[src/logic/seqPkg.sv]
// Shared sequencer types: address, microword layout, dispatch and condition codes, trap address
`default_nettype none

package seqPkg;

  // Control RAM address, 2K words
  typedef logic [10:0] tCrAdr;

  // Micro-operation field handed to the datapath
  typedef logic [5:0] tUop;

  // Dispatch source select, codes 6 and 7 are spare
  typedef enum logic [2:0] {
    dispNone   = 3'd0,
    dispOpcode = 3'd1,
    dispFlags  = 3'd2,
    dispDiag   = 3'd3,
    dispReturn = 3'd4,
    dispSkip   = 3'd5
  } tDispSel;

  // Skip conditions, value is the bit index into condBits
  typedef enum logic [2:0] {
    condCarry    = 3'd0,
    condZero     = 3'd1,
    condSign     = 3'd2,
    condOverflow = 3'd3,
    condParity   = 3'd4,
    condIntr     = 3'd5,
    condHalt     = 3'd6,
    condTrue     = 3'd7
  } tSkipCond;

  // 24-bit microword, jump field in the top bits
  typedef struct packed {
    tCrAdr    jump;
    tDispSel  disp;
    tSkipCond cond;
    logic     call;
    tUop      uOp;
  } tMicroWord;

  // Forced trap target, bits 9..1 set
  localparam tCrAdr trapAdr = 11'h3FE;

endpackage

`default_nettype wire

[src/logic/microWordIf.sv]
// Interface carrying the decoded fields of the current microword
`timescale 1ns/1ps
`default_nettype none

interface microWordIf import seqPkg::*; ();

  tCrAdr    jump;
  tDispSel  disp;
  tSkipCond cond;
  logic     call;
  tUop      uOp;

  // Control store side
  modport store (output jump, disp, cond, call, uOp);

  // Next-address and stack logic
  modport seq (input jump, disp, cond, call);

  // Diagnostic and datapath-facing side
  modport view (input disp, cond, call, uOp);

endinterface

`default_nettype wire

[src/logic/diagReadback.sv]
// Diagnostic read multiplexer, dispatch parity and micro-operation output
`timescale 1ns/1ps
`default_nettype none

module diagReadback import seqPkg::*; #(
  parameter int stackDepthLog2 = 4
) (
  microWordIf.view                  uw,
  input  tCrAdr                     crAdr,
  input  tCrAdr                     retAdr,
  input  logic [stackDepthLog2-1:0] stackPtr,
  input  logic [1:0]                diagSel,
  output tCrAdr                     diagData,
  output logic                      dispParity,
  output tUop                       uOp
);

  // Parity over call flag and dispatch field
  assign dispParity = ^{uw.call, uw.disp};

  // Datapath sees the operation field of the word at crAdr
  assign uOp = uw.uOp;

  always_comb begin
    case (diagSel)
      2'd0:    diagData = crAdr;
      2'd1:    diagData = retAdr;
      2'd2:    diagData = tCrAdr'(stackPtr);
      default: diagData = tCrAdr'({uw.disp, uw.cond});
    endcase
  end

endmodule

`default_nettype wire

[src/flat_wrapper.sv]
// flat-port wrapper written by rule: the top's interface ports become plain ports
module diagReadback_flat import seqPkg::*;
#(
  parameter int stackDepthLog2 = 4
)
  (crAdr, retAdr, stackPtr, diagSel, diagData, dispParity, uOp, uw_disp, uw_cond, uw_call, uw_uOp);
  microWordIf uw_i ();
  input  tCrAdr crAdr;
  input  tCrAdr retAdr;
  input  logic [stackDepthLog2-1:0] stackPtr;
  input  logic [1:0] diagSel;
  output tCrAdr diagData;
  output logic dispParity;
  output tUop uOp;
  input wire logic [$bits(uw_i.disp)-1:0] uw_disp;
  input wire logic [$bits(uw_i.cond)-1:0] uw_cond;
  input wire logic [$bits(uw_i.call)-1:0] uw_call;
  input wire logic [$bits(uw_i.uOp)-1:0] uw_uOp;
  assign uw_i.disp = uw_disp;
  assign uw_i.cond = uw_cond;
  assign uw_i.call = uw_call;
  assign uw_i.uOp = uw_uOp;
  diagReadback #(.stackDepthLog2(stackDepthLog2)) u_core (.uw(uw_i), .crAdr(crAdr), .retAdr(retAdr), .stackPtr(stackPtr), .diagSel(diagSel), .diagData(diagData), .dispParity(dispParity), .uOp(uOp));
endmodule
[config.mk]
export PLATFORM = sky130hd
export DESIGN_NAME = diagReadback_flat
export DESIGN_NICKNAME = d
export VERILOG_FILES = /design/src/logic/seqPkg.sv /design/src/logic/microWordIf.sv /design/src/logic/diagReadback.sv /design/src/flat_wrapper.sv
export SDC_FILE = /design/constraint.sdc
export NUM_CORES = 1
export LEC_CHECK = 0
export ABC_AREA = 1
export ABC_CLOCK_PERIOD_IN_PS = 1200
export BUFFER_PORTS_ARGS = -buffer_cell sky130_fd_sc_hd__buf_4
export CORE_AREA = 2 2 39 41
export DETAILED_ROUTE_END_ITERATION = 12
export DIE_AREA = 0 0 41 43
export PLACE_DENSITY = 0.91
export SYNTH_ARGS = -nofsm -noshare
export SYNTH_HDL_FRONTEND = slang
export SYNTH_SLANG_ARGS = --single-unit
[constraint.sdc]
create_clock -name vclk -period 1.2
set_input_delay 0.06 -clock vclk [all_inputs]
set_output_delay 0.06 -clock vclk [all_outputs]
set_load 0.05 [all_outputs]
# Yosys cells after proc, flatten, opt, wreduce, memory -nomap -nowiden
# Cells that the tools add are included.
op_classes:
  div: 0
  n_eq_ne: 2
  bitwise: 0
  n_reduce_logical: 2
  n_shift: 0
  magnitude_cmp: 0
  mul: 0
  addsub: 0
  n_mux: 1
op_table:
  columns: ["operator", "n"]
  rows:
  - ["$pmux 11 s3", 1]
  - ["$reduce_xor 4->1", 1]
  - ["$eq 2x1->1 const B", 1]
  - ["$eq 2x2->1 const B", 1]
  - ["$logic_not 2->1", 1]
word_totals:
  out_inout_bits: 18
  in_bits: 41
  ff_bits: 0
  elab_cells: 5
  mem_bits_rw: 0
  mem_count: 0
  mem_bits_ro: 0
  latch_bits: 0

# Longest topological paths before layout
logic_depth:
  ltp_word: 2
  depth_mapped: 5
  ltp_nobuf: 5

# Worst setup path before layout
# No wires, ideal clock.
synth_timing:
  path_type: "input -> output"
  startpoint: "input diagSel[0]"
  endpoint: "output diagData[10]"
  path_slack_ns: 0.334
  t_required_ns: 1.140
  arrival_ns: 0.806
  path_stages: 5
  path_buffers: 2
  cell_sequence: "buf_6 -> nor2_4 -> buf_12 -> nand2_2 -> nand2_1"
synth_between:
  elab_chain_cells: 2
  elab_cells_between_ends: 4
  classes_between: "eq/ne (2); mux (1); reduce/logical (1)"
synth_rtl:
  columns: ["element", "line_no", "source"]
  rows:
  - ["start: declaration", "flat_wrapper.sv:11", "input logic [1:0] diagSel;"]
  - ["$eq 2x2->1 (tied with other cells)", "diagReadback.sv:25", "case (diagSel)"]
  - ["$pmux 11 s3 *", "diagReadback.sv:25", null]
  - ["end: declaration", "flat_wrapper.sv:12", "output tCrAdr diagData;"]
# Mark *: on every way between the ends. The rest lies on a longest branch, timed or not.

# Final worst setup path
layout_timing:
  startpoint: "input diagSel[1]"
  endpoint: "output diagData[5]"
# The elaborated chain is that of the path after synthesis.

==> out/qor.yml <==
netlist_instances: 73
die_y_um: 43
ys_seq_area_frac: 0
core_mm2: 0.00138
portBuffers: 47
syn-mean-instance-area_um2: 6.10
fmax_mhz: 949
hold_buffers: 0
groute.usage.overall: 0.143
drive_above_1_share: 0.613
crit_type: "primary input to primary output"
holdPathStages: 0
worst_slew_margin_rel: 0.741
fillers: 155
diodes: 0
syn_to_final_growth_pct: 64.0
multiInputGateArea_um2: 329
cap_violations: 0
io_pins: 59
antenna_found_initial: 0
fin_nets: 154
syn_nets: 114
period_minus_slack_ns: 1.05
cp-start-kind: "primary input"
vias: 594
preCtsSetupSlack_ns: 0.124
vdd_drop_max_mv: 0.233
final_cell_mix: "buf_4, nand2_1, nand3_1"
cp.arrival_ns: 0.99
hold_class: "primary input to primary output"
rows: 14
dieArea_mm2: 0.00176
post_drt_via_cell_ratio: 4.68
grt_max_degree: 13
n_clock_buffer: 0
syn-cell-area_um2: 445
cp.required_ns: 1.14
drc_errors: 0
regArea_um2: 0
final_common_cell: "buf_4"
finalMaxSlewViolations: 0
die_w_um: 41
grt_pass1_vias: 514
post_cts_buffers: 0
ant_nets: 0
status: "finished clean"
worst_pin_slew_ns: 0.388
worst_slack_ns: 0.147
dp_hpwl_um: 1190
nFlopsAndLatches: 0
ys_warn_count: 0
setup_violations: 0
fin_setup_tns_ns: 0
synth_cell_types: 15
grt_pass1_wl_um: 1860
holdWs_ns: 0.120
cts_resized: 0
wl_um: 1330
power_uw: 384
min_period_over_period: 0.878
drt_iter0_drc: 2
power_density_mw_per_mm2: 526
rsz0062_at_grt: "false"
cp_max_fo: 12
start_util: 0.322
overflow: 0
first_pass_iters: 3
post_drt_wl_per_cell_um: 10.4
final_util: 0.528
end_kind: "primary output"
leakage_uw: 0.000417
globalplace.congestion: 0.653
finalHoldViolCount: 0
[metrics by stage]
stage,area (um^2),std cells
global placement,731,127
detailed placement,731,127
global route,731,127
finish,731,127
CTS,731,127
floorplan,445,73
[power breakdown]
part	internal [uW]	total [uW]	switching, uW
logic	155	384	229
clock network	0	0	0
registers	0	0	0
[cells in the mapped netlist]
library cell | count | area [um^2]
buf_4 | 6 | 45.0
buf_6 | 2 | 22.5
nand2_4 | 1 | 11.3
nand4_2 | 4 | 50.1
nor2_4 | 1 | 11.3
nand3_1 | 11 | 55.1
o211ai_2 | 2 | 25.0
nand2_2 | 10 | 62.6
nor2_2 | 1 | 6.26
inv_4 | 1 | 6.26
nand3_2 | 1 | 10.0
nor2_1 | 2 | 7.51
buf_12 | 1 | 20.0
inv_1 | 6 | 22.5
nand2_1 | 24 | 90.1
[logic make-up (layout without fill, tap and decap cells)]
group / after synthesis / count (layout) / share of synthesized area
simple gates: 55 / 55 / 0.683
buf+inv: 16 / 54 / 0.261
compound gates: 2 / 2 / 0.0562
[final timing paths]
check / start / to / slack [ns]
worst min-delay path: uw_uOp[5] / uOp[5] / 0.12
worst max-delay path: diagSel[1] / diagData[5] / 0.15
[worst max-delay path, cell delays in order]
cell and delay, ns:
buf_4 0.17, nor2_4 0.35, nand2_1 0.11, o211ai_2 0.09, buf_4 0.21
[metal layers]
layer / global-route usage / up-vias / part of all wire
met3: 0 / 2 / 0.091
met1: 0.142 / 259 / 0.32
li1: - / 304 / -
met2: 0.303 / 29 / 0.58
met4: 0.00667 / 0 / 0.0038
met5: 0 / - / 0
[area by class of cell]
class	instances	share of cell area
inverter	7	0.0394
multi-input combinational	57	0.450
tap	16	0.0274
timing repair buffer	47	0.483
No activity file was read; power rests on OpenSTA's default activity.
