### src/logic/seqPkg.sv
// Shared sequencer types: address, microword layout, dispatch and condition codes, trap address
`default_nettype none

package seqPkg;

  // Control RAM address, 2K words
  typedef logic [10:0] tCrAdr;

  // Micro-operation field handed to the datapath
  typedef logic [5:0] tUop;

  // Dispatch source select, codes 6 and 7 are spare
  typedef enum logic [2:0] {
    dispNone   = 3'd0,
    dispOpcode = 3'd1,
    dispFlags  = 3'd2,
    dispDiag   = 3'd3,
    dispReturn = 3'd4,
    dispSkip   = 3'd5
  } tDispSel;

  // Skip conditions, value is the bit index into condBits
  typedef enum logic [2:0] {
    condCarry    = 3'd0,
    condZero     = 3'd1,
    condSign     = 3'd2,
    condOverflow = 3'd3,
    condParity   = 3'd4,
    condIntr     = 3'd5,
    condHalt     = 3'd6,
    condTrue     = 3'd7
  } tSkipCond;

  // 24-bit microword, jump field in the top bits
  typedef struct packed {
    tCrAdr    jump;
    tDispSel  disp;
    tSkipCond cond;
    logic     call;
    tUop      uOp;
  } tMicroWord;

  // Forced trap target, bits 9..1 set
  localparam tCrAdr trapAdr = 11'h3FE;

endpackage

`default_nettype wire

### src/logic/microWordIf.sv
// Interface carrying the decoded fields of the current microword
`timescale 1ns/1ps
`default_nettype none

interface microWordIf import seqPkg::*; ();

  tCrAdr    jump;
  tDispSel  disp;
  tSkipCond cond;
  logic     call;
  tUop      uOp;

  // Control store side
  modport store (output jump, disp, cond, call, uOp);

  // Next-address and stack logic
  modport seq (input jump, disp, cond, call);

  // Diagnostic and datapath-facing side
  modport view (input disp, cond, call, uOp);

endinterface

`default_nettype wire

### src/logic/dispatchMux.sv
// Next control RAM address: dispatch and skip select, trap forcing, diagnostic address latch
`timescale 1ns/1ps
`default_nettype none

module dispatchMux import seqPkg::*; (
  input  logic       clk,
  input  logic       RESET,
  microWordIf.seq    uw,
  input  logic [3:0] opcode,
  input  logic [3:0] flags,
  input  logic [7:0] condBits,
  input  logic       forceTrap,
  input  logic       diagLoad,
  input  tCrAdr      diagAdrIn,
  input  tCrAdr      retAdr,
  output tCrAdr      crAdr
);

  tCrAdr diagAdr;
  tCrAdr dispTerm;
  tCrAdr skipTerm;
  tCrAdr trapTerm;
  tCrAdr nextAdr;

  ////////////////////
  // Diagnostic address latch

  always_ff @(posedge clk) begin
    if (RESET) begin
      diagAdr <= '0;
    end else if (diagLoad) begin
      diagAdr <= diagAdrIn;
    end
  end

  ////////////////////
  // Dispatch term

  always_comb begin
    case (uw.disp)
      dispOpcode: dispTerm = {6'b0, opcode, 1'b0};
      dispFlags:  dispTerm = {7'b0, flags};
      dispDiag:   dispTerm = diagAdr;
      dispReturn: dispTerm = retAdr;
      default:    dispTerm = '0;
    endcase
  end

  // Skip only lands in bit 0 for a skip dispatch
  assign skipTerm = {10'b0, (uw.disp == dispSkip) & condBits[uw.cond]};

  assign trapTerm = forceTrap ? trapAdr : '0;

  // Everything is ORed, as in the original wired address bus
  assign nextAdr = uw.jump | dispTerm | skipTerm | trapTerm;

  ////////////////////
  // Address register

  always_ff @(posedge clk) begin
    if (RESET) begin
      crAdr <= '0;
    end else begin
      crAdr <= nextAdr;
    end
  end

  // Words fetched from the store never use the spare dispatch codes
  noSpareDisp: assert property (@(posedge clk) disable iff (RESET)
      uw.disp inside {dispNone, dispOpcode, dispFlags, dispDiag, dispReturn, dispSkip})
    else $error("spare dispatch code at crAdr %h", crAdr);

  // A word either calls or returns, the stack cannot do both
  noCallReturn: assert property (@(posedge clk) disable iff (RESET)
      !(uw.call && uw.disp == dispReturn))
    else $error("call and return in one word at crAdr %h", crAdr);

endmodule

`default_nettype wire

### src/flat_wrapper.sv
// flat-port wrapper written by rule: the top's interface ports become plain ports
module dispatchMux_flat import seqPkg::*;
  (clk, RESET, opcode, flags, condBits, forceTrap, diagLoad, diagAdrIn, retAdr, crAdr, uw_jump, uw_disp, uw_cond, uw_call);
  microWordIf uw_i ();
  input  logic clk;
  input  logic RESET;
  input  logic [3:0] opcode;
  input  logic [3:0] flags;
  input  logic [7:0] condBits;
  input  logic forceTrap;
  input  logic diagLoad;
  input  tCrAdr diagAdrIn;
  input  tCrAdr retAdr;
  output tCrAdr crAdr;
  input wire logic [$bits(uw_i.jump)-1:0] uw_jump;
  input wire logic [$bits(uw_i.disp)-1:0] uw_disp;
  input wire logic [$bits(uw_i.cond)-1:0] uw_cond;
  input wire logic [$bits(uw_i.call)-1:0] uw_call;
  assign uw_i.jump = uw_jump;
  assign uw_i.disp = uw_disp;
  assign uw_i.cond = uw_cond;
  assign uw_i.call = uw_call;
  dispatchMux u_core (.clk(clk), .RESET(RESET), .uw(uw_i), .opcode(opcode), .flags(flags), .condBits(condBits), .forceTrap(forceTrap), .diagLoad(diagLoad), .diagAdrIn(diagAdrIn), .retAdr(retAdr), .crAdr(crAdr));
endmodule
### config.mk
export PLATFORM = sky130hd
export DESIGN_NAME = dispatchMux_flat
export DESIGN_NICKNAME = d
export VERILOG_FILES = /design/src/logic/seqPkg.sv /design/src/logic/microWordIf.sv /design/src/logic/dispatchMux.sv /design/src/flat_wrapper.sv
export SDC_FILE = /design/constraint.sdc
export NUM_CORES = 1
export LEC_CHECK = 0
export ABC_AREA = 0
export BUFFER_PORTS_ARGS = -buffer_cell sky130_fd_sc_hd__buf_2
export CORE_AREA = 2 2 57 59
export CTS_CLUSTER_SIZE = 25
export DETAILED_ROUTE_END_ITERATION = 8
export DIE_AREA = 0 0 59 61
export GPL_TIMING_DRIVEN = 1
export PLACE_DENSITY = 0.71
export SLEW_MARGIN = 15
export SYNTH_ARGS = -nofsm -noshare
export SYNTH_HDL_FRONTEND = slang
export SYNTH_SLANG_ARGS = --single-unit
export TNS_END_PERCENT = 1
### constraint.sdc
create_clock -name clk -period 1.1 [get_ports clk]
set_input_delay 0.22 -clock clk [delete_from_list [all_inputs] [get_ports clk]]
set_output_delay 0.22 -clock clk [all_outputs]
set_load 0.02 [all_outputs]
======== After elaboration in Yosys (flattened, before gate mapping) ========
Cells that the tools add are included.
operators by class
  $lt $le $gt $ge ......................... 1
  equality and inequality tests ........... 5
  bitwise gates (word level) .............. 4
  multiplexer cells ....................... 4
operators with widths
  kind                number
  $pmux 11 s4         1
  $or 11x11->11       2
  $or 11x1->11        1
  $mux 10             1
  $eq 3x2->1 const B  2
  $eq 3x3->1 const B  2
  $lt 3x4->1 const B  1
  $bmux 1 s3          1
  $eq 3x1->1 const B  1
  $and 1x1->1         1
  $mux 1              1
storage, ports and cells
  bits of input ports ..................... 60
  register bits ........................... 22
  logic and storage cells ................. 16
  output and inout port bits .............. 11

======== Depth between registers and ports, before layout ========
  depth in word-level cells ............... 5
  depth in mapped cells ................... 6
  mapped depth without buffers ............ 4

======== Worst setup path before layout ========
OpenSTA, ideal clock, no wires.
  kind .................................... in2reg
  start ................................... input port uw_disp[1]
  end ..................................... register u_core.crAdr[3]
  required time ........................... 0.972 ns
  arrival time ............................ 1.070 ns
  setup time .............................. 0.128 ns
  buffers on the path ..................... 1
  cell stages on the path ................. 5
  setup slack ............................. -0.098 ns
  path through ............................ buf_2 > mux2_1 > a22oi_1 > o21ai_1 > nor2b_1
on the way
  cells in the longest elaborated chain, start to end .. 5
  elaborated cells on any way between the ends .. 8
  those cells by class .................... 4 x eq/ne; 1 x mux; 3 x bitwise
ends and longest elaborated chain
  what                                      line                source
  start: declaration                        flat_wrapper.sv:16  input wire logic [$bits(uw_i.disp)-1:0] uw_disp;
  $eq 3x3->1, or another cell as far along  dispatchMux.sv:40   case (uw.disp)
  $pmux 11 s4 *                             dispatchMux.sv:40
  $or 11x11->11 *                           dispatchMux.sv:55   assign nextAdr = uw.jump | dispTerm | skipTerm | trapTerm;
  $or 11x1->11 *                            dispatchMux.sv:55
  $or 11x11->11 *                           dispatchMux.sv:55
  end signal: assignment                    dispatchMux.sv:64   crAdr <= nextAdr;
  end: declaration                          dispatchMux.sv:16   output tCrAdr crAdr
Every way passes the cells marked *; elsewhere a longest branch is shown, timed or not.
A chain may end at the register's enable or synchronous reset.

======== Worst setup path after layout ========
  start ................................... register u_core.diagAdr[3]
  end ..................................... register u_core.crAdr[3]
on the way
  cells in the longest elaborated chain, start to end .. 4
ends and longest elaborated chain
  what                      line               source
  start: declaration        dispatchMux.sv:19  tCrAdr diagAdr;
  start signal: assignment  dispatchMux.sv:32  diagAdr <= diagAdrIn;
  $pmux 11 s4               dispatchMux.sv:40
  $or 11x11->11             dispatchMux.sv:55
  $or 11x1->11              dispatchMux.sv:55
  $or 11x11->11             dispatchMux.sv:55
No other way between the ends.

==> qor.csv <==
stage,metric,value,unit
synth,cell taking the most area after synthesis,dfxtp_1,
worst_setup_path,"Max FO, Critical Path",2,
global_routing,met2 usage,31.6,%
drt,DRT Pass-1 Iters,4,
synth,Yosys Warn Count,0,
global_routing,number of global-route vias before repair,1080,
floorplanning,die width,59,um
power_and_ir_drop,Pint,1250,uW
cells_and_area,fill cell count,281,
cells_and_area,final net count,236,
cells_and_area,layout cell share with drive strength beyond 1,54.3,%
timing,"Slew Viols, Final",0,
placed_design,Inst Count DP,204,
synth,synthesized netlist cell count,101,
power_and_ir_drop,PD cells,1140,nW/um2
drt,WL per Instance,14.0,um
cells_and_area,"commonest non-fill, non-tap cell in the layout",buf_2,
floorplanning,DIE AREA,3600,um2
timing,achievable frequency,0.918,GHz
run,max cap viols,0,
global_routing,gr usage total,16.2,%
placed_design,GPL Wtd Cong,0.737,
cells_and_area,most frequent cells in the layout,"buf_2, dfxtp_1, nor2_1, mux2i_1",
cells_and_area,multi-input logic area,568,um2
timing,final setup vio count,0,
clock_network,Post-CTS Hold Fix Bufs,0,
global_routing,first-pass GRT wire length,4.35,mm
worst_setup_path,R2R Setup Slk,0.01,ns
drt,Via density,5.04,
clock_network,Root Driver,clkbuf_4,
synth,sequential fraction of the synthesis area,43.5,%
floorplanning,initial core utilization,34.3,%
timing,Final min period,1.09,ns
timing,setup_tns,0,ns
synth,mapped cell area,1010,um2
cells_and_area,FF/Latch Area,444,um2
worst_setup_path,WP data required,1.31,ns
power_and_ir_drop,Pleak,0.000730,uW
worst_setup_path,reg2reg end,u_core.crAdr[3],
cells_and_area,Layout Cells excl Fill,208,
worst_setup_path,reg2reg path depth,4,
clock_network,total clock buffers created by CTS,3,
synth,unique cell type count in the Yosys netlist,24,
timing,fin crit share,99.1,%
drt,Post-DRT Antenna Nets,0,
drt,total vias in the final route,1049,
floorplanning,area of the core,2950,um2
power_and_ir_drop,Seq pwr share,51.1,%
drt,# DRC,0,
floorplanning,Die H,61,um
placed_design,IO buf count,69,
drt,Routed WL,2.92,mm
worst_setup_path,WP data arrival,1.30,ns
clock_network,"CTS clk-pin slew, worst paths",0.12,ns
worst_setup_path,crit end category,flop,
clock_network,H-tree depth,1,
global_routing,initial antenna violation count,0,
power_and_ir_drop,combinational power share,22.7,%
timing,Worst Tran Pin Value,0.371,ns
timing,post-route clock skew,0.00406,ns
timing,RSZ-0062 raised after global routing,true,
global_routing,gr busiest metal,met2,
synth,Synth area leaders,"dfxtp_1, mux2i_1, nor2_1",
floorplanning,io pins,71,
worst_setup_path,CP endpoint,u_core.crAdr[3],
global_routing,pin count of the biggest net entering global routing,14,
clock_network,CTS sink cnt,22,
run_status,status,"complete, no violations",
synth,syn_nets,161,
power_and_ir_drop,Clock Power Share,26.2,%
global_routing,met3 Resource Use GR,5.33,%
synth,syn_area_per_cell,10.0,um2
min_path,Hold Crit Class,input pin to flop,
synth,share of the synthesized area in the top cell type,43.5,%
floorplanning,cell row count,20,
worst_setup_path,reg2reg start,u_core.diagAdr[3],
timing,Final Hold Viols,0,
placed_design,DPL Wire Length,2.28,mm
clock_network,CTS tree,yes,
clock_network,Clock Path Buffers,2,
clock_network,later-pin clock latency in the skew report,0.30,ns
global_routing,GRT overflow,0,
timing,Slew Limit Headroom,75.3,%
power_and_ir_drop,Total Power,1700,uW
worst_setup_path,WS Path Type,flop to flop,
drt,1st-iter DRT viols,33,
cells_and_area,Area Overhead vs Synth,47.5,%
global_routing,met1 Use GR,16.1,%
synth,Synth Register Bits,22,
worst_setup_path,crit path from,u_core.diagAdr[3],
power_and_ir_drop,Max VDD drop,0.000576,V
worst_setup_path,CP startpoint kind,flop,
power_and_ir_drop,Net Sw Power,451,uW
cells_and_area,Ant. Diodes,0,
power_and_ir_drop,switching share of power,26.5,%
## final cells by class
class                   count  area share, %
well taps                  33           2.76
multi-input cells          72           38.0
repair buffers             77           27.1
clock buffers               4           2.43
flip-flops and latches     22           29.7
## synth_stat cells
cell type	instances
nor2_1	18
mux2i_1	12
buf_2	2
o21ai_1	1
a2111oi_2	1
buf_6	1
clkbuf_1	3
o21ai_0	2
a21oi_1	8
nor3b_4	1
mux2_1	1
buf_4	1
a22oi_1	8
dfxtp_1	22
a221oi_1	1
mux4_2	2
nor2b_1	5
o21a_1	1
nand3b_1	3
o22ai_1	1
and3b_2	1
mux2_2	2
and3b_1	1
a211oi_1	3
## sequential cells by signal, summed over array words and instances (netlist names)
| register | count |
|---|---|
| u_core.crAdr | 11 |
| u_core.diagAdr | 11 |
## critical path, cell delays in order (launching register included)
cell     delay [ns]
dfxtp_2        0.34
mux2_4         0.26
a22oi_2        0.17
o21ai_1        0.09
nor2b_1        0.13
## cell families (layout without fill, tap and decap cells)
group	count (synthesis)	count (layout)	synth area share, %
simple gates	29	29	15.7
compound gates	26	26	17.3
flops	22	22	43.5
mux	17	17	19.6
buf+inv	7	81	3.95
## through the flow
stage	hold slack [ns]	utilization [%]	area, um2	setup slack [ns]
finish	0.144	50.6	1500	0.0103
global route	0.130	50.6	1500	-0.0270
CTS	0.141	49.9	1470	0.00377
detailed placement	0.470	48.5	1430	-0.173
global placement	0.445	48.5	1430	-0.138
floorplan	0.292	-	1040	-0.0193
## worst min path at each step
stage                 start           endpoint  cells after the start
3_5_place_dp     uw_jump[9]    u_core.crAdr[9]                      3
2_1_floorplan         RESET    u_core.crAdr[1]                      1
3_3_place_gp    uw_jump[10]   u_core.crAdr[10]                      3
4_1_cts          uw_jump[9]    u_core.crAdr[9]                      3
6_report       diagAdrIn[2]  u_core.diagAdr[2]                      3
5_1_grt          uw_jump[9]    u_core.crAdr[9]                      3
## layer usage
layer / share of wire [%] / routed length, um / vias to the layer above
met3: 8.4 / 245 / 4
li1: - / - / 515
met1: 37 / 1080 / 485
met2: 54 / 1580 / 45
met4: 0.48 / 14 / 0
met5: 0 / 0 / -
## what timing repair did
action | CTS | global route
pin swaps | 2 | 0
resized for setup | 2 | 8
endpoints found under the setup margin | 1 | 3
buffers inserted | 0 | 0
## power by group through the flow
stage               clock network, uW  logic [uW]  registers (uW)
finish                            447         387             871
global route                      501         421             876
CTS                               463         376             870
detailed placement                  0         373             887
global placement                    0         359             885
floorplan                           0         162             921
Note: power is estimated with default switching activity, not from simulation.
