**config.mk**
```make
export PLATFORM = sky130hd
export DESIGN_NAME = callStack_flat
export DESIGN_NICKNAME = d
export VERILOG_FILES = /design/src/logic/seqPkg.sv /design/src/logic/microWordIf.sv /design/src/logic/callStack.sv /design/src/flat_wrapper.sv
export SDC_FILE = /design/constraint.sdc
export NUM_CORES = 1
export LEC_CHECK = 0
export CELL_PAD_IN_SITES_DETAIL_PLACEMENT = 0
export CELL_PAD_IN_SITES_GLOBAL_PLACEMENT = 2
export CORE_ASPECT_RATIO = 0.6
export CORE_MARGIN = 2
export CORE_UTILIZATION = 50
export CTS_BUF_LIST = sky130_fd_sc_hd__clkbuf_4 sky130_fd_sc_hd__clkbuf_8 sky130_fd_sc_hd__clkbuf_16
export DETAILED_ROUTE_END_ITERATION = 12
export DONT_BUFFER_PORTS = 1
export PLACE_DENSITY_LB_ADDON = 0.3
export RECOVER_POWER = 100
export SYNTH_ARGS = -nofsm -noshare
export SYNTH_HDL_FRONTEND = slang
export SYNTH_SLANG_ARGS = --single-unit
```
**constraint.sdc**
```tcl
create_clock -name clk -period 6.8 [get_ports clk]
set_input_delay 0.68 -clock clk [delete_from_list [all_inputs] [get_ports clk]]
set_output_delay 0.68 -clock clk [all_outputs]
set_load 0.02 [all_outputs]
```
**src/logic/seqPkg.sv**
```systemverilog
// Shared sequencer types: address, microword layout, dispatch and condition codes, trap address
`default_nettype none

package seqPkg;

  // Control RAM address, 2K words
  typedef logic [10:0] tCrAdr;

  // Micro-operation field handed to the datapath
  typedef logic [5:0] tUop;

  // Dispatch source select, codes 6 and 7 are spare
  typedef enum logic [2:0] {
    dispNone   = 3'd0,
    dispOpcode = 3'd1,
    dispFlags  = 3'd2,
    dispDiag   = 3'd3,
    dispReturn = 3'd4,
    dispSkip   = 3'd5
  } tDispSel;

  // Skip conditions, value is the bit index into condBits
  typedef enum logic [2:0] {
    condCarry    = 3'd0,
    condZero     = 3'd1,
    condSign     = 3'd2,
    condOverflow = 3'd3,
    condParity   = 3'd4,
    condIntr     = 3'd5,
    condHalt     = 3'd6,
    condTrue     = 3'd7
  } tSkipCond;

  // 24-bit microword, jump field in the top bits
  typedef struct packed {
    tCrAdr    jump;
    tDispSel  disp;
    tSkipCond cond;
    logic     call;
    tUop      uOp;
  } tMicroWord;

  // Forced trap target, bits 9..1 set
  localparam tCrAdr trapAdr = 11'h3FE;

endpackage

`default_nettype wire

```
**src/logic/microWordIf.sv**
```systemverilog
// Interface carrying the decoded fields of the current microword
`timescale 1ns/1ps
`default_nettype none

interface microWordIf import seqPkg::*; ();

  tCrAdr    jump;
  tDispSel  disp;
  tSkipCond cond;
  logic     call;
  tUop      uOp;

  // Control store side
  modport store (output jump, disp, cond, call, uOp);

  // Next-address and stack logic
  modport seq (input jump, disp, cond, call);

  // Diagnostic and datapath-facing side
  modport view (input disp, cond, call, uOp);

endinterface

`default_nettype wire

```
**src/logic/callStack.sv**
```systemverilog
// Ring-buffer subroutine return stack with wrapping pointer
`timescale 1ns/1ps
`default_nettype none

module callStack import seqPkg::*; #(
  parameter int stackDepthLog2 = 4
) (
  input  logic                      clk,
  input  logic                      RESET,
  microWordIf.seq                   uw,
  input  logic                      forceTrap,
  input  tCrAdr                     crAdr,
  output tCrAdr                     retAdr,
  output logic [stackDepthLog2-1:0] stackPtr
);

  localparam int stackDepth = 1 << stackDepthLog2;

  tCrAdr ring [0:stackDepth-1];
  logic [stackDepthLog2-1:0] topIdx;
  logic push;
  logic pop;

  // Trap wins over both call and return
  assign push = uw.call & ~forceTrap;
  assign pop  = (uw.disp == dispReturn) & ~forceTrap;

  ////////////////////
  // Ring and pointer

  always_ff @(posedge clk) begin
    if (RESET) begin
      stackPtr <= '0;
      for (int i = 0; i < stackDepth; i++) begin
        ring[i] <= '0;
      end
    end else if (push) begin
      ring[stackPtr] <= crAdr;
      stackPtr <= stackPtr + 1'b1;
    end else if (pop) begin
      stackPtr <= stackPtr - 1'b1;
    end
  end

  // Top of stack sits one below the pointer; wraps around the ring
  assign topIdx = stackPtr - 1'b1;
  assign retAdr = ring[topIdx];

endmodule

`default_nettype wire

```
**src/flat_wrapper.sv**
```systemverilog
// flat-port wrapper written by rule: the top's interface ports become plain ports
module callStack_flat import seqPkg::*;
#(
  parameter int stackDepthLog2 = 4
)
  (clk, RESET, forceTrap, crAdr, retAdr, stackPtr, uw_jump, uw_disp, uw_cond, uw_call);
  microWordIf uw_i ();
  input  logic clk;
  input  logic RESET;
  input  logic forceTrap;
  input  tCrAdr crAdr;
  output tCrAdr retAdr;
  output logic [stackDepthLog2-1:0] stackPtr;
  input wire logic [$bits(uw_i.jump)-1:0] uw_jump;
  input wire logic [$bits(uw_i.disp)-1:0] uw_disp;
  input wire logic [$bits(uw_i.cond)-1:0] uw_cond;
  input wire logic [$bits(uw_i.call)-1:0] uw_call;
  assign uw_i.jump = uw_jump;
  assign uw_i.disp = uw_disp;
  assign uw_i.cond = uw_cond;
  assign uw_i.call = uw_call;
  callStack #(.stackDepthLog2(stackDepthLog2)) u_core (.clk(clk), .RESET(RESET), .uw(uw_i), .forceTrap(forceTrap), .crAdr(crAdr), .retAdr(retAdr), .stackPtr(stackPtr));
endmodule
```
-- After elaboration in Yosys (flattened, before gate mapping)
Memories as Yosys holds them, arrays and structs flattened.
Index checks and enable logic that the tools add are counted.
- reductions and logical operators: 2
- order comparisons: 0
- bitwise operators: 3
- $add $sub $neg: 2
- div/mod/pow operators: 0
- muxes and demuxes: 10
- $mul: 0
- eq/ne operators: 1
- shift-type cells: 0
- operator list (kind ; count):
    $mux 4 ; 3
    $mux 11 ; 1
    $reduce_or 11->1 ; 1
    $mux 1 ; 6
    $add 4x1->4 const B ; 1
    $sub 4x1->4 const B ; 1
    $eq 3x3->1 const B ; 1
    $and 1x1->1 ; 2
    $reduce_bool 2->1 ; 1
    $not 1->1 ; 1
- memory bits (read-only): 0
- word-level logic and storage cells: 20
- input port bits: 32
- bits in latches: 0
- bits in registers: 4
- memories: 1
- RAM bits: 176
- memories (memory ; depth ; width ; read ports ; clocked after Yosys merged registers in ; wr ports ; line ; source):
    u_core.ring ; 16 ; 11 ; 1 ; 0 ; 16 ; callStack.sv:19 ; tCrAdr ring [0:stackDepth-1];

-- Logic depth before layout (Yosys ltp)
Gate-level depths: netlist of run 1.
- depth after elaboration: 7
- depth in mapped cells: 9
- depth with buffers taken out: 6

-- Worst setup path before layout of run 1
No wires, ideal clock.
- path type: flip-flop to output port
- start point: register u_core.stackPtr[0]
- end point: output retAdr[6]
- stages on the path, launching flop included: 10
- path slack: 3.823 ns
- arrival time: 2.297 ns
- required time: 6.120 ns
- cells stage by stage: dfxtp_1 buf_4 inv_1 ha_1 buf_2 buf_2 mux4_2 nor2b_1 a211oi_1 a21oi_1
- cells in the longest elaborated chain, start to end: 2
- RTL lines (what ; line ; source):
    start: declaration ; callStack.sv:14 ; output logic [stackDepthLog2-1:0] stackPtr
    start signal: assignment ; callStack.sv:39 ; stackPtr <= stackPtr + 1'b1;
    start signal: assignment ; callStack.sv:41 ; stackPtr <= stackPtr - 1'b1;
    $sub 4x1->4 ; callStack.sv:46 ; assign topIdx = stackPtr - 1'b1;
    $mem_v2 16x11 ; - ;
    end: declaration ; flat_wrapper.sv:12 ; output tCrAdr retAdr;
Every way passes these cells.

-- Worst setup path after layout of run 1
- start point: register u_core.stackPtr[0]
- end point: output retAdr[2]
Same word-level chain as after synthesis.

==> metrics, run 1 <==
maximum vdd drop between 150 and 200 uV; TritonCTS Buffers 17; TNS Setup 0 ns; total global-route track usage 21.2%; failing checks capacitance limit, slew limit; via count between 4000 and 5000; pwr/cell area about 270 nW/um^2; first-pass detailed-route iteration total 5; Yosys cell types 32; met3 track demand over resource ~5.3%; min Tclk post-route between 5 and 6 ns; Post-CTS Resized 0; die width between 150 and 200 um; global-route wire length before repair around 28 mm; pre-CTS WS just over 3 ns; Root Driver clkbuf_16; RSZ-0062 raised after global routing false; hold_buf cts 0; NetSw around 0.61 mW; sequential-to-total area share from yosys stat between 60% and 70%; worst r2r dst u_core.stackPtr[1]; max-slew violation count 37; WS Path Type reg2out; syn avg cell area about 15 sq um; Ys Warns 0; Worst-Skew Late Latency roughly 0.43 ns; port buffer count 0; final count of hold timing violations 0; Max-slew headroom -26.5%; final setup margin 1.62 ns; static leakage between 3 and 4 nW; vias in the first global route about 4600; Hold Path Stages 1; Critical Path End Type primary output; clock share of power roughly two fifths; Mapped Cells ~560; actual slew at the worst max-slew pin 1.90 ns; Clock Path Buffers 2; # DRC 0; core area roughly 16000 sq um; share of layout cells above drive strength 1 between 10 and 15%; synthesized area roughly 8400 sq um; final period utilization about 76%; crit path max fanout 36; total routed wirelength approximately 18 mm; FP Rows 36; Final setup viols 0; routed len/inst around 23 um; worst r2r path cells 5; Fmax roughly 190 MHz; Setup Skew 0.0115 ns; Max-Cap Viols 1; post-CTS setup repair buffer count 0; I/O pins 47; Final HPWL DP ~12 mm; power share of the sequential group a little over half; GR Util met1 about a third; grt ovf 0; CTS clock-pin slew for the worst setup and hold paths ~0.070 ns; ANT nets after route 0; HP Class in2reg; ant diodes 0; Initial Utilization approximately 50%; CTS tree yes; Critical Path RT between 6 and 7 ns; crit path to retAdr[2]; Iter 0 DRT Violations between 400 and 500; crit path DAT approximately 4.5 ns; syn nets 602; grt met2 use between 30% and 40%; number of vias per cell between 5 and 6; Num Clock Sinks 180; outcome finished with violations; reg2reg setup slack between 3 and 4 ns; ys async rst share 0%; die height 105 um; Reg area 5370 sq um; #FFs+latches synth between 150 and 200; switching part of the total 25.1%; multi-input logic area 2870 sq um; Comb power frac under 10%; number of synthesized flops with an enable pin ~180; Setup crit start u_core.stackPtr[0]; final-stage net count about 580; pin count of the biggest net entering global routing 40; Final GP Congestion approximately 0.8; Setup crit start kind flop; CTS HTree Levels 4; die area approximately 18000 sq um; P_int about 1.8 mW; initial antenna violation count 0; Filler Cells Inserted between 1000 and 1500; RR Startpoint u_core.stackPtr[0]; Syn-to-layout area delta 8.06%; most common flop cell mapped by yosys edfxtp_1; gr busiest metal met1
## synthesized netlist by cell type (2+ instances only)
cell      instances  area [sq um]
buf_4             7          52.6
edfxtp_1        176          5290
nand2b_1          2          12.5
or2_2            16           100
mux2i_1          11           110
nand2_1           5          18.8
dfxtp_1           4          80.1
nor3_1            6          30.0
a211oi_1         11          82.6
inv_1             3          11.3
buf_2             7          35.0
ha_1              6          75.1
clkbuf_2          5          25.0
nor2b_1          12          75.1
nor2_1           15          56.3
or3_1             2          12.5
clkbuf_1         28           105
mux4_2           44           991
o21ai_0           2          10.0
a21oi_1          14          70.1
and2_1          177          1110
## critical path, stage by stage (launching register included)
cell,delay [ns]
dfxtp_1,0.85
inv_1,0.30
ha_1,1.66
mux4_2,0.46
nor2b_1,0.19
a211oi_1,0.07
a21oi_1,0.51
## metrics by stage
| step | cells | hold slack (ns) | power [mW] | utilization (%) | instance area, sq um |
|---|---|---|---|---|---|
| floorplan | 564 | 0.791 | 1.47 | - | 8440 |
| global placement | 752 | 0.606 | 1.52 | 52.4 | 8590 |
| detailed placement | 752 | 0.611 | 1.53 | 52.4 | 8590 |
| CTS | 784 | 0.294 | 2.45 | 55.8 | 9150 |
| global route | 784 | 0.293 | 2.51 | 55.6 | 9120 |
| finish | 784 | 0.314 | 2.44 | 55.6 | 9120 |
## placed cells by master (no fill, tap or decap), drive strengths merged, types with 3 or more instances in the layout
cell,instances
clkbuf,22
a21oi,14
dfxtp,4
nor2,15
nor3,6
mux2i,11
mux4,44
and2,177
a211oi,11
clkinv,5
ha,6
clkinvlp,3
inv,9
buf,3
nor2b,12
nand2,5
edfxtp,176
or2,16
## routing by layer
metal | part of all wire [%] | wire length [um]
met1 | 48 | 8470
met5 | 0 | 0
met2 | 46 | 8150
met4 | 0.65 | 116
met3 | 5.6 | 988
## kinds of logic after synthesis
group	Yosys count	synth area share [%]
AND/OR/NAND/NOR	239	17.1
flip-flops	180	63.5
multiplexers	56	13.2
buffers and inverters	50	2.71
AO/OA/AOI/OAI	31	2.28
adder cells (fa/ha/maj)	6	0.889
XOR/XNOR	2	0.296
## power by group through the flow
stage / registers, mW / logic (mW) / clock network, mW
finish: 1.27 / 0.228 / 0.939
global route: 1.27 / 0.245 / 0.993
CTS: 1.27 / 0.232 / 0.947
detailed placement: 1.29 / 0.231 / 0
global placement: 1.29 / 0.231 / 0
floorplan: 1.29 / 0.189 / 0
## sequential cells by signal (all words and copies together), names as in the netlist
name and flops:
u_core.stackPtr 4, u_core.ring 176
## final cells by class
type                            instances  area share [%]
Timing Repair Buffer                    7           0.411
Inverter                                3           0.123
Tap cell                              228            3.13
Sequential cell                       180            58.8
Clock inverter                         14            1.36
Clock buffer                           18            4.74
Multi-Input combinational cell        334            31.4
## worst min-delay path by stage
stage / from / end / slack [ns]
6_report: RESET / u_core.stackPtr[0] / 0.31
3_5_place_dp: u_core.stackPtr[0] / u_core.stackPtr[0] / 0.61
2_1_floorplan: u_core.stackPtr[1] / u_core.stackPtr[1] / 0.79
4_1_cts: RESET / u_core.stackPtr[0] / 0.29
5_1_grt: RESET / u_core.stackPtr[0] / 0.29
3_3_place_gp: u_core.stackPtr[0] / u_core.stackPtr[0] / 0.61
Power figures use the tool's default switching activity.
==> inputs of run 2 (changes only) <==
--- a/config.mk
+++ b/config.mk
@@ -9,7 +9,7 @@
 export CELL_PAD_IN_SITES_GLOBAL_PLACEMENT = 2
 export CORE_ASPECT_RATIO = 0.6
 export CORE_MARGIN = 2
-export CORE_UTILIZATION = 50
+export CORE_UTILIZATION = 42
 export CTS_BUF_LIST = sky130_fd_sc_hd__clkbuf_4 sky130_fd_sc_hd__clkbuf_8 sky130_fd_sc_hd__clkbuf_16
 export DETAILED_ROUTE_END_ITERATION = 12
 export DONT_BUFFER_PORTS = 1
==> constraint.sdc (replaced) <==
create_clock -name clk -period 4.7 [get_ports clk]
set_input_delay 0.47 -clock clk [delete_from_list [all_inputs] [get_ports clk]]
set_output_delay 0.47 -clock clk [all_outputs]
set_load 0.02 [all_outputs]
==> metrics, run 2 (synthesis gave the netlist of run 1 again) <==
initial antenna violation count 0 (unchanged); via count 4343 (was 4382); Biggest register u_core.ring (unchanged); CTS clock-pin slew for the worst setup and hold paths 0.07 ns (about the same); top flop regs u_core.ring x176, u_core.stackPtr x4 (unchanged); total global-route track usage 18.5% (was 21.2%); WS Path Type reg2out (unchanged); Critical Path RT 4.23 ns (was 6.12 ns); pwr/cell area 390 nW/um^2 (was 267 nW/um^2); port buffer count 0 (unchanged); Largest register FFs 176 (unchanged); FP Rows 40 (was 36); ant diodes 0 (unchanged); Post-CTS Resized 0 (unchanged); min Tclk post-route roughly 4.1 ns; post-CTS setup repair buffer count 0 (unchanged); routed len/inst 22.2 um (was 22.6 um); power share of the sequential group 51.0% (was 52.1%); Filler Cells Inserted 1724 (was 1315); commonest non-fill, non-tap cell in the layout edfxtp_1 (unchanged); Setup Skew 0.00971 ns (was 0.0115 ns); share of layout cells above drive strength 1 15.7% (was 14.6%); pin count of the biggest net entering global routing 45 (was 40); HP Class in2reg (unchanged); Syn-to-layout area delta 9.40% (was 8.06%); switching part of the total 25.2% (was 25.1%); max-slew violation count 0 (was 37); die height 114 um (was 105 um); crit path max fanout 29 (was 36); actual slew at the worst max-slew pin 1.10 ns (was 1.90 ns); hold_ws 0.0989 ns (was 0.314 ns); core area 19900 sq um (was 16400 sq um); Iter 0 DRT Violations 380 (was 435); maximum vdd drop 248 uV (was 165 uV); die area 21300 sq um (was 18000 sq um); crit path DAT 3.59 ns (was 4.50 ns); RSZ-0062 raised after global routing false (unchanged); Root Driver clkbuf_16 (unchanged); Final HPWL DP 12.0 mm (was 11.6 mm); Max-slew headroom 26.8% (was -26.5%); ANT nets after route 0 (unchanged); final-stage net count 587 (was 581); final count of hold timing violations 0 (unchanged); clock share of power 39.7% (was 38.5%); Final setup viols 0 (unchanged); outcome finished, final reports clean (was finished with violations); global-route wire length before repair 28.5 mm (was 27.6 mm); TritonCTS Buffers 17 (unchanged); final design utilization 46.5% (was 55.6%); static leakage 3.11 nW (was 3.06 nW); Comb power frac 9.4% (about the same); # DRC 0 (unchanged); total routed wirelength 18.6 mm (was 17.7 mm); Num Clock Sinks 180 (unchanged); final instance area 9240 sq um (was 9120 sq um); CTS tree yes (unchanged); Critical Path End Type primary output (unchanged); grt ovf 0 (unchanged); most frequent cells in the layout edfxtp_1 (176), and2_0 (108), and2_1 (69) (was edfxtp_1 (176), and2_0 (112), and2_1 (65)); I/O pins 47 (unchanged); NetSw 0.907 mW (was 0.611 mW); hold_buf cts 0 (unchanged); Initial Utilization 42.5% (was 51.5%); Max-Cap Viols 0 (was 1); vias in the first global route 4718 (was 4639); P_int 2.70 mW (was 1.83 mW); Post-DP Area 8690 sq um (was 8590 sq um); number of vias per cell 5.20 (was 5.59); Setup crit start kind flop (unchanged); Final GP Congestion 0.725 (was 0.782); CTS HTree Levels 4 (unchanged); Clock Path Buffers 2 (unchanged); final period utilization between 80% and 90%; Worst-Skew Late Latency 0.43 ns (about the same); die width 187 um (was 172 um); Fmax approximately 250 MHz; first-pass detailed-route iteration total 4 (was 5); TNS Setup 0 ns (unchanged)
==> run 2: cell types whose count changed in the layout (fill, tap and decap cells not counted), moves of 4 or more <==
cell	change
and2_0	-4
and2_1	+4
clkbuf_1	+4
inv_6	+4
==> run 2: cell type report <==
type / count / area, sq um / share of cell area [%]
Sequential cell: 180 / 5370 / 58.1
Multi-Input combinational cell: 334 / 2870 / 31.1
Clock buffer: 17 / 425 / 4.61
Tap cell: 273 / 342 / 3.70
Clock inverter: 15 / 155 / 1.68
Timing Repair Buffer: 13 / 67.6 / 0.732
Inverter: 3 / 11.3 / 0.122
==> run 2: per-layer routing <==
metal | routed length (um) | track usage [%] | up-vias
met5 | 0 | 0 | -
met4 | 44 | 4.39 | 0
met3 | 1250 | 5.02 | 2
met2 | 8420 | 27.3 | 111
met1 | 8850 | 27.3 | 2212
li1 | - | - | 2018
==> run 2: through the flow <==
| step | setup slack, ns | cells | power (mW) |
|---|---|---|---|
| after floorplan | 1.93 | 564 | 2.13 |
| after global placement | 1.32 | 803 | 2.22 |
| after detailed placement | 1.31 | 803 | 2.22 |
| after CTS | 0.829 | 835 | 3.64 |
| after global routing | 0.360 | 835 | 3.73 |
| final | 0.638 | 835 | 3.60 |
==> run 2: path summary, 6_finish.rpt <==
check | from | endpoint | slack, ns | depth (start not counted)
setup / recovery | u_core.stackPtr[0] | retAdr[0] | 0.64 | 6
hold / removal | RESET | u_core.stackPtr[2] | 0.1 | 1
setup reg to reg | u_core.stackPtr[0] | u_core.ring[13][4] | 0.81 | 5
hold reg to reg | u_core.stackPtr[0] | u_core.stackPtr[0] | 0.80 | 2
==> run 2: critical path, cell delays in order (launching register included) <==
cell and delay, ns:
dfxtp_1 0.73, inv_1 0.24, ha_2 0.98, mux4_2 0.37, nor2b_1 0.14, a211oi_1 0.08
a21oi_1 0.58
==> run 2: power by group through the flow <==
stage | clock, mW | sequential, mW | combinational [mW]
after floorplan | 0 | 1.86 | 0.274
after global placement | 0 | 1.87 | 0.348
after detailed placement | 0 | 1.87 | 0.351
after CTS | 1.46 | 1.84 | 0.351
after global routing | 1.52 | 1.84 | 0.366
final | 1.43 | 1.84 | 0.338
